### src/hw/renameStage_config.svh
`ifndef RENAME_STAGE_CONFIG_SVH
`define RENAME_STAGE_CONFIG_SVH

// ********************
// rename stage sizing
// ********************

// reorder buffer entries.
// also sets the width of a ROB tag.
`define RENAME_ROB_DEPTH 8

// architectural registers, one alias slot each.
`define RENAME_REG_COUNT 16

// operand and result width in bits.
`define RENAME_DATA_W 32

`endif // RENAME_STAGE_CONFIG_SVH

### src/hw/renamePkg.sv
`include "renameStage_config.svh"

package renamePkg;

  // ********************
  // index types
  // ********************

  // ROB entry index.
  typedef logic [$clog2(`RENAME_ROB_DEPTH)-1:0] robTagT;

  // architectural register index.
  typedef logic [$clog2(`RENAME_REG_COUNT)-1:0] archRegT;

  // ********************
  // payload types
  // ********************

  // operand or result value.
  // the same width on the CDB, commit and operand paths.
  typedef logic [`RENAME_DATA_W-1:0] dataT;

endpackage

### src/hw/robValueBuffer.sv
`timescale 1ns/1ps
`include "renameStage_config.svh"

module robValueBuffer import renamePkg::*; (
  input  logic   clk,
  input  logic   rstN,
  input  logic   cdbValid,    // result broadcast.
  input  robTagT cdbTag,
  input  dataT   cdbValue,
  input  logic   commitValid, // retiring entry.
  input  robTagT commitTag,
  input  logic   flush,
  input  robTagT rd1Tag,      // lookup tags, one per source.
  input  robTagT rd2Tag,
  output logic   rd1Ready,
  output dataT   rd1Value,
  output logic   rd2Ready,
  output dataT   rd2Value
);

  // ********************
  // storage
  // ********************
  dataT                         resultMem [`RENAME_ROB_DEPTH]; // broadcast results.
  logic [`RENAME_ROB_DEPTH-1:0] readyBits;                     // result present.

  // ready bit as it stands after this edge.
  function automatic logic fwdReady(robTagT tag);
    logic rdy;
    rdy = readyBits[tag];
    if (cdbValid && cdbTag == tag)
      rdy = 1'b1;                         // broadcast lands now.
    if (commitValid && commitTag == tag)
      rdy = 1'b0;                         // commit beats broadcast.
    if (flush)
      rdy = 1'b0;
    return rdy;
  endfunction

  // value as it stands after this edge.
  function automatic dataT fwdValue(robTagT tag);
    dataT val;
    val = resultMem[tag];
    if (cdbValid && !flush && cdbTag == tag)
      val = cdbValue;                     // same-edge broadcast.
    return val;
  endfunction

  // ********************
  // updates
  // ********************
  always_ff @(posedge clk) begin
    if (!rstN) begin
      readyBits <= '0;
    end else if (flush) begin
      readyBits <= '0;                    // mispredict drops every result.
    end else begin
      if (cdbValid)
        readyBits[cdbTag] <= 1'b1;
      if (commitValid)
        readyBits[commitTag] <= 1'b0;     // entry free for reuse.
    end
  end

  always_ff @(posedge clk) begin
    if (cdbValid && !flush)
      resultMem[cdbTag] <= cdbValue;
  end

  // ********************
  // read ports
  // ********************
  always_ff @(posedge clk) begin
    if (!rstN) begin
      rd1Ready <= 1'b0;
      rd2Ready <= 1'b0;
    end else begin
      rd1Ready <= fwdReady(rd1Tag);
      rd2Ready <= fwdReady(rd2Tag);
    end
  end

  always_ff @(posedge clk) begin
    rd1Value <= fwdValue(rd1Tag);         // only meaningful with ready.
    rd2Value <= fwdValue(rd2Tag);
  end

endmodule

### src/hw/archRegState.sv
`timescale 1ns/1ps
`include "renameStage_config.svh"

module archRegState import renamePkg::*; (
  input  logic    clk,
  input  logic    rstN,
  input  archRegT rd1Reg,      // source lookups.
  input  archRegT rd2Reg,
  input  logic    renValid,    // destination rename.
  input  archRegT renReg,
  input  robTagT  renTag,
  input  logic    commitValid, // retiring result.
  input  archRegT commitReg,
  input  robTagT  commitTag,
  input  dataT    commitValue,
  input  logic    flush,
  output logic    rd1Busy,
  output robTagT  rd1Tag,
  output dataT    rd1Value,
  output logic    rd2Busy,
  output robTagT  rd2Tag,
  output dataT    rd2Value,
  output robTagT  rd1NextTag,  // alias before this edge, for the ROB lookup.
  output robTagT  rd2NextTag
);

  // ********************
  // storage
  // ********************
  dataT                         regValue [`RENAME_REG_COUNT]; // committed values.
  robTagT                       aliasTag [`RENAME_REG_COUNT]; // youngest writer.
  logic [`RENAME_REG_COUNT-1:0] busyBits;                     // writer in flight.

  // busy bit seen by a read on this edge, before the rename.
  function automatic logic fwdBusy(archRegT r);
    logic bsy;
    bsy = busyBits[r];
    if (commitValid && commitReg == r && aliasTag[r] == commitTag)
      bsy = 1'b0;                         // its last writer retires now.
    if (flush)
      bsy = 1'b0;
    return bsy;
  endfunction

  function automatic dataT fwdValue(archRegT r);
    dataT val;
    val = regValue[r];
    if (commitValid && !flush && commitReg == r)
      val = commitValue;
    return val;
  endfunction

  assign rd1NextTag = aliasTag[rd1Reg];
  assign rd2NextTag = aliasTag[rd2Reg];

  // ********************
  // updates
  // ********************
  always_ff @(posedge clk) begin
    if (!rstN) begin
      busyBits <= '0;
      for (int i = 0; i < `RENAME_REG_COUNT; i++) begin
        regValue[i] <= '0;
        aliasTag[i] <= '0;
      end
    end else if (flush) begin
      busyBits <= '0;                     // values stay, aliases go stale.
    end else begin
      if (commitValid) begin
        regValue[commitReg] <= commitValue;
        if (aliasTag[commitReg] == commitTag)
          busyBits[commitReg] <= 1'b0;    // no newer writer.
      end
      if (renValid) begin                 // rename wins over commit clear.
        busyBits[renReg] <= 1'b1;
        aliasTag[renReg] <= renTag;
      end
    end
  end

  // ********************
  // read ports
  // ********************
  always_ff @(posedge clk) begin
    if (!rstN) begin
      rd1Busy <= 1'b0;
      rd2Busy <= 1'b0;
      rd1Tag  <= '0;
      rd2Tag  <= '0;
    end else begin
      rd1Busy <= fwdBusy(rd1Reg);
      rd2Busy <= fwdBusy(rd2Reg);
      rd1Tag  <= rd1NextTag;              // pre-rename mapping.
      rd2Tag  <= rd2NextTag;
    end
  end

  always_ff @(posedge clk) begin
    rd1Value <= fwdValue(rd1Reg);
    rd2Value <= fwdValue(rd2Reg);
  end

endmodule

### src/hw/operandSelect.sv
`timescale 1ns/1ps

module operandSelect import renamePkg::*; (
  // source 1 lookups.
  input  logic   regBusy1,
  input  robTagT regTag1,
  input  dataT   regValue1,
  input  logic   robReady1,
  input  dataT   robValue1,
  // source 2 lookups.
  input  logic   regBusy2,
  input  robTagT regTag2,
  input  dataT   regValue2,
  input  logic   robReady2,
  input  dataT   robValue2,
  // reservation station operands.
  output logic   op1Ready,
  output dataT   op1Value,
  output robTagT op1Tag,
  output logic   op2Ready,
  output dataT   op2Value,
  output robTagT op2Tag
);

  // ********************
  // per-source rule
  // ********************

  // committed, or finished but not yet retired.
  function automatic logic pickReady(logic busy, logic robRdy);
    logic rdy;
    rdy = !busy || robRdy;
    return rdy;
  endfunction

  // register file first, ROB second, else zero while waiting.
  function automatic dataT pickValue(logic busy, logic robRdy,
                                     dataT regVal, dataT robVal);
    dataT val;
    if (!busy)
      val = regVal;
    else if (robRdy)
      val = robVal;                       // result on its way to commit.
    else
      val = '0;
    return val;
  endfunction

  // ********************
  // source 1
  // ********************
  assign op1Ready = pickReady(regBusy1, robReady1);
  assign op1Value = pickValue(regBusy1, robReady1, regValue1, robValue1);
  assign op1Tag   = regTag1;              // alias always passed on.

  // ********************
  // source 2
  // ********************
  assign op2Ready = pickReady(regBusy2, robReady2);
  assign op2Value = pickValue(regBusy2, robReady2, regValue2, robValue2);
  assign op2Tag   = regTag2;

endmodule

### src/hw/renameOperandStage.sv
`timescale 1ns/1ps

module renameOperandStage import renamePkg::*; (
  input  logic    clk,
  input  logic    rstN,
  // rename request.
  input  logic    reqValid,
  input  archRegT src1Reg,
  input  archRegT src2Reg,
  input  logic    dstValid,
  input  archRegT dstReg,
  input  robTagT  dstTag,
  // CDB broadcast.
  input  logic    cdbValid,
  input  robTagT  cdbTag,
  input  dataT    cdbValue,
  // commit.
  input  logic    commitValid,
  input  robTagT  commitTag,
  input  archRegT commitReg,
  input  dataT    commitValue,
  input  logic    flush,
  // operands, one cycle after the request.
  output logic    outValid,
  output logic    op1Ready,
  output dataT    op1Value,
  output robTagT  op1Tag,
  output logic    op2Ready,
  output dataT    op2Value,
  output robTagT  op2Tag
);

  logic   renValid;
  logic   regBusy1, regBusy2;
  robTagT regTag1, regTag2;
  dataT   regValue1, regValue2;
  robTagT nextTag1, nextTag2;             // unregistered alias, ROB address.
  logic   robReady1, robReady2;
  dataT   robValue1, robValue2;

  assign renValid = reqValid && dstValid;

  // request valid follows the registered lookups.
  always_ff @(posedge clk) begin
    if (!rstN || flush)
      outValid <= 1'b0;
    else
      outValid <= reqValid;
  end

  // ********************
  // lookups
  // ********************
  archRegState u_archRegState (
    .clk(clk), .rstN(rstN),
    .rd1Reg(src1Reg), .rd2Reg(src2Reg),
    .renValid(renValid), .renReg(dstReg), .renTag(dstTag),
    .commitValid(commitValid), .commitReg(commitReg),
    .commitTag(commitTag), .commitValue(commitValue),
    .flush(flush),
    .rd1Busy(regBusy1), .rd1Tag(regTag1), .rd1Value(regValue1),
    .rd2Busy(regBusy2), .rd2Tag(regTag2), .rd2Value(regValue2),
    .rd1NextTag(nextTag1), .rd2NextTag(nextTag2)
  );

  robValueBuffer u_robValueBuffer (
    .clk(clk), .rstN(rstN),
    .cdbValid(cdbValid), .cdbTag(cdbTag), .cdbValue(cdbValue),
    .commitValid(commitValid), .commitTag(commitTag),
    .flush(flush),
    .rd1Tag(nextTag1), .rd2Tag(nextTag2),
    .rd1Ready(robReady1), .rd1Value(robValue1),
    .rd2Ready(robReady2), .rd2Value(robValue2)
  );

  // ********************
  // merge
  // ********************
  operandSelect u_operandSelect (
    .regBusy1(regBusy1), .regTag1(regTag1), .regValue1(regValue1),
    .robReady1(robReady1), .robValue1(robValue1),
    .regBusy2(regBusy2), .regTag2(regTag2), .regValue2(regValue2),
    .robReady2(robReady2), .robValue2(robValue2),
    .op1Ready(op1Ready), .op1Value(op1Value), .op1Tag(op1Tag),
    .op2Ready(op2Ready), .op2Value(op2Value), .op2Tag(op2Tag)
  );

endmodule

### config.mk
export PLATFORM = sky130hd
export DESIGN_NAME = renameOperandStage
export DESIGN_NICKNAME = d
export VERILOG_FILES = /design/src/hw/renamePkg.sv /design/src/hw/robValueBuffer.sv /design/src/hw/archRegState.sv /design/src/hw/operandSelect.sv /design/src/hw/renameOperandStage.sv
export VERILOG_INCLUDE_DIRS = /design/src /design/src/hw
export SDC_FILE = /design/constraint.sdc
export NUM_CORES = 1
export LEC_CHECK = 0
export BUFFER_PORTS_ARGS = -buffer_cell sky130_fd_sc_hd__buf_4
export CORE_MARGIN = 4
export CORE_UTILIZATION = 40
export DETAILED_ROUTE_END_ITERATION = 16
export HOLD_SLACK_MARGIN = 0.15
export PLACE_DENSITY_LB_ADDON = 0.1
export SYNTH_ARGS = -nofsm -noshare
export SYNTH_HDL_FRONTEND = slang
export SYNTH_SLANG_ARGS = --single-unit
### constraint.sdc
create_clock -name clk -period 7.7 [get_ports clk]
set_input_delay 1.54 -clock clk [delete_from_list [all_inputs] [get_ports clk]]
set_output_delay 1.54 -clock clk [all_outputs]
set_load 0.01 [all_outputs]
; ---- After elaboration in Yosys (flattened, before gate mapping)
; Memory sizes are Yosys's and may differ from the RTL's. A register that Yosys moved wholly into a read port is not among the register bits.
; Cells that the tools add are included.
[word_totals]
register_bits = 99
ramBits = 816
input_bits = 96
out_inout_bits = 73
elab_cells = 123
mem_count = 3
[mem_list]
columns = memory, words, width, read_ports, rd_ports_with_merged_regs, wr, line
row1 = u_archRegState.regValue, 16, 32, 2, 0, 16, archRegState.sv:30  ; dataT regValue [`RENAME_REG_COUNT];
row2 = u_robValueBuffer.resultMem, 8, 32, 2, 2, 1, robValueBuffer.sv:24  ; dataT resultMem [`RENAME_ROB_DEPTH];
row3 = u_archRegState.aliasTag, 16, 3, 3, 0, 16, archRegState.sv:31  ; robTagT aliasTag [`RENAME_REG_COUNT];
[classes]
order_cmp = 12
n_eq_ne = 9
muxes = 50
bitwise = 7
n_reduce_logical = 31
[op_table]
columns = operator, n
row1 = two-way mux 32 bit, 7
row2 = two-way mux 16 bit, 5
row3 = two-way mux 8 bit, 4
row4 = OR reduction 32 bit, 1
row5 = two-way mux 1 bit, 23
row6 = == test 3 bit, 7
row7 = less-than comparator 4 x 5 -> 1 bit (second input constant), 4
row8 = logical AND 1 bit, 17
row9 = bitwise AND 16 bit, 1
row10 = less-than comparator 3 x 4 -> 1 bit (second input constant), 4
row11 = NOT 16 bit, 1
row12 = OR 16 bit, 1
row13 = OR reduction 3 bit, 5
row14 = bitwise AND 8 bit, 1
row15 = binary-select mux 1 bit (select 4 bit), 2
row16 = demux 1 bit (select 4 bit), 2
row17 = == test 4 bit, 2
row18 = >= comparator 4 x 1 -> 1 bit (second input constant), 2
row19 = two-way mux 4 bit, 2
row20 = NOT 8 bit, 1
row21 = OR 8 bit, 1
row22 = binary-select mux 1 bit (select 3 bit), 2
row23 = demux 1 bit (select 3 bit), 2
row24 = >= comparator 3 x 1 -> 1 bit (second input constant), 2
row25 = 5 further kinds, 10

; ---- Logic depth before layout (Yosys ltp)
[depth]
depth_word = 12
depth_mapped = 9
ltp_nobuf = 6

; ---- By module
; From an unflattened synthesis, not the netlist that was laid out.
[unflattened]
hier_cells = 2744
hier_area_um2 = 47194.0
[modules_own_cells]
columns = module, n_inst, cells_each, area_per_inst_um2, seq_area_each_um2
row1 = archRegState, 1, 2074, 33678.6, 18577.8
row2 = robValueBuffer, 1, 573, 12694.7, 8007.7
row3 = operandSelect, 1, 94, 785.8, 0.0
row4 = renameOperandStage, 1, 3, 35.0, 20.0

; ---- Worst setup path after synthesis
; OpenSTA, ideal clock, no wires.
[synth_timing]
path_type = input-to-reg
from = in commitReg[1]
to = mem u_archRegState.regValue[14][0] (netlist bit) (enable)
setup_ns = 0.466
t_arrival_ns = 4.820
t_required_ns = 7.234
setup_slack_ns = 2.414
stages = 5
path_buffers = 2
path_cell_list = clkbuf_1 nand2b_1 or2_2 clkbuf_1 o21ai_0
[synth_rtl]
columns = element, line
row1 = start: declaration, renameOperandStage.sv:20  ; input archRegT commitReg,
row2 = end: declaration, archRegState.sv:30

==> impl_metrics.py <==
metrics = {
    "run_status": {
        "status": "complete, but fails checks",
        "failed_checks": "capacitance limit",
    },
    "timing": {
        "tightest_slew_ns": 1.496,
        "finalSetupViolations": 0,
        "hold_violations": 0,
        "clock_skew_ns": 0.02086,
        "setup_tns_ns": 0,
        "relSlewSlack": 0.0001468,
        "min_period_over_period": 0.6305,
        "hold_slack_ns": 0.4749,
        "max_freq_mhz": 206.0,
        "rsz0062_at_grt": "false",
        "final-max-slew-violation-count": 0,
        "min_period_ns": 4.855,
    },
    "final_layout": {
        "drive_gt1_frac": 0.3451,
        "nets": 2936,
        "fill_cells": 9655,
        "final-seq-area_um2": 26620,
        "layout_common_cells": "edfxtp_1 (816), and2_1 (538), mux4_2 (497)",
        "area_growth_pct": 14.20,
        "final_area_um2": 52580,
        "layout_commonest_cell": "edfxtp_1",
        "multi_input_area_um2": 18490,
    },
    "floorplanning": {
        "fp.dieW_um": 347.3,
        "die_h_um": 347.3,
        "dieArea_um2": 120600,
        "rows": 124,
        "core_um2": 114300,
        "start_util": 0.4027,
        "ios": 169,
    },
    "global_routing": {
        "grt_usage": 0.2337,
        "grt_pass1_vias": 27680,
        "antenna_found_initial": 11,
        "grt_max_degree": 100,
        "grt_pass1_wl_um": 204300,
        "grt_overflow_total": 0,
    },
    "critical_path": {
        "r2r-start": "u_archRegState.aliasTag[14][0]",
        "worstPathArrival_ns": 3.32,
        "cp_data_required_time_ns": 6.16,
        "crit_fanout": 51,
        "crit_type": "reg2out",
        "startpoint_type": "flip-flop",
        "end_kind": "primary output",
    },
    "detailed_routing": {
        "wl_per_cell_um": 31.82,
        "vias": 26450,
        "vias_per_cell": 5.951,
        "antenna_left": 0,
        "drt-initial-drc-count": 2541,
        "drt_wl_total_um": 141500,
        "drc": 0,
        "drt_first_pass_iters": 5,
    },
    "synth": {
        "syn_avg_cell_area_um2": 16.64,
        "yosys.area.top_type_share": 0.5322,
        "syn_inst": 2767,
        "synthArstFlopShare": 0,
        "ys_warn_count": 0,
        "synthesis.nets": 2863,
        "ys_ff_latch": 921,
        "synth_edf_count": 816,
        "ys.flop_type": "edfxtp_1",
        "synth-seq-area-share": 0.5778,
        "synth_top_cell_by_area": "edfxtp_1",
        "ys_types": 44,
        "syn_area_um2": 46040,
        "synthTopCellsByArea": "edfxtp_1 (53%), mux4_2 (24%), and2_1 (7.3%)",
    },
    "clock_tree": {
        "cts_sinks": 921,
        "postCtsSetupRepairBufs": 0,
        "cts_made_buffers": 103,
        "clk_latency_ns": 0.69,
        "cts-root-buf": "clkbuf_16",
        "cts_tree": "built",
        "cts.clk_slew.worst_paths_ns": 0.06,
        "cts_buffer_depth": 3,
        "ctsResizeCount": 0,
        "h-tree-depth": 3,
        "cts_hold_buffers": 0,
    },
    "pwr": {
        "power_mw": 12.79,
        "ir_worst_vdd_mv": 0.2003,
        "power_density_nw_per_um2": 243.2,
        "leakage_nw": 18.03,
    },
    "placed_design": {
        "dp_hpwl_um": 84540,
        "port_buffers": 168,
        "placed_area_um2": 48990,
        "place.gp.congestion": 0.7900,
    },
    "flow_run": {
        "cap_violations": 1,
    },
    "worst_hold_path": {
        "hp-class": "reg2reg",
        "hold_path_startpoint": "u_archRegState.busyBits[6]",
    },
}
==> layer usage <==
| metal | part of all wire | routed length (um) | vias to the layer above | track usage |
|---|---|---|---|---|
| met2 | 0.50 | 70460 | 1039 | 0.3910 |
| met4 | 0.019 | 2703 | 6 | 0.05307 |
| li1 | - | - | 11090 | - |
| met5 | 0.00027 | 38 | - | 0 |
| met3 | 0.065 | 9260 | 192 | 0.03999 |
| met1 | 0.42 | 58990 | 14130 | 0.3221 |
==> flip-flops by register name, indices dropped and copies added, names as in the netlist, named ones only <==
register / cells
u_archRegState.rd2Busy: 1
u_archRegState.rd2Value: 32
outValid: 1
u_robValueBuffer.resultMem: 256
u_archRegState.regValue: 512
u_robValueBuffer.rd2Ready: 1
u_archRegState.busyBits: 16
u_archRegState.rd2Tag: 3
u_archRegState.rd1Tag: 3
u_archRegState.rd1Busy: 1
u_archRegState.aliasTag: 48
u_archRegState.rd1Value: 32
u_robValueBuffer.rd1Ready: 1
u_robValueBuffer.readyBits: 8
==> layout make-up <==
class	instances	area share
Multi-Input combinational cell	1521	0.3516
Antenna cell	3	0.0001428
Clock buffer	140	0.05378
Inverter	68	0.004854
Tap cell	1512	0.03598
Timing Repair Buffer	225	0.03303
Sequential cell	921	0.5063
Clock inverter	55	0.01440
==> kinds of logic (layout without fill, tap and decap cells) <==
kind of cell / Yosys count / in the layout / synth area share
buffers and inverters: 325 / 488 / 0.02867
flip-flops: 921 / 921 / 0.5778
AND/OR/NAND/NOR: 725 / 725 / 0.09391
AO/OA/AOI/OAI: 128 / 128 / 0.01674
XOR/XNOR: 23 / 23 / 0.004538
other: 0 / 3 / 0
multiplexers: 645 / 645 / 0.2783
==> path summary, 6_finish.rpt <==
path	to	slack [ns]	cells after the start
min	u_archRegState.busyBits[6]	0.47	2
max reg2reg	u_archRegState.busyBits[12]	5.21	6
min reg2reg	u_archRegState.busyBits[6]	0.47	2
max	op2Value[16]	2.84	5
==> Yosys cell counts, types with 5 or more instances <==
cell / instances
a21oi_1: 17
a311oi_1: 5
and2_1: 538
and3_1: 34
buf_1: 45
buf_2: 26
buf_4: 7
clkbuf_1: 174
dfxtp_1: 105
edfxtp_1: 816
inv_1: 68
mux2_2: 67
mux2i_1: 76
mux4_2: 497
nand2_1: 32
nand2b_1: 14
nand3_1: 10
nor2_1: 52
nor2b_1: 9
nor3_1: 11
nor4_1: 10
o21ai_0: 22
o21ai_1: 7
o22ai_1: 65
xnor2_1: 12
xor2_1: 10
==> report_power, final <==
| part | internal (mW) | switching, mW | total, mW |
|---|---|---|---|
| registers | 5.70 | 0.197 | 5.89 |
| clock network | 3.15 | 2.07 | 5.22 |
| logic | 0.816 | 0.856 | 1.67 |
| total | 9.66 | 3.12 | 12.8 |
==> per-stage QoR <==
| stage | std cells | util | setup slack, ns |
|---|---|---|---|
| CTS | 4442 | 0.4598 | 2.795 |
| global placement | 4247 | 0.4284 | 2.752 |
| finish | 4445 | 0.4599 | 2.845 |
| global route | 4443 | 0.4598 | 2.652 |
| floorplan | 2767 | - | 2.414 |
| detailed placement | 4247 | 0.4284 | 2.672 |
==> critical path, stage by stage, from the launching register on <==
cell     delay [ns]
dfxtp_2        0.62
buf_4          0.72
mux4_2         0.43
mux2i_1        0.37
o22ai_1        0.18
buf_4          0.21
No activity file was read; power rests on OpenSTA's default activity.
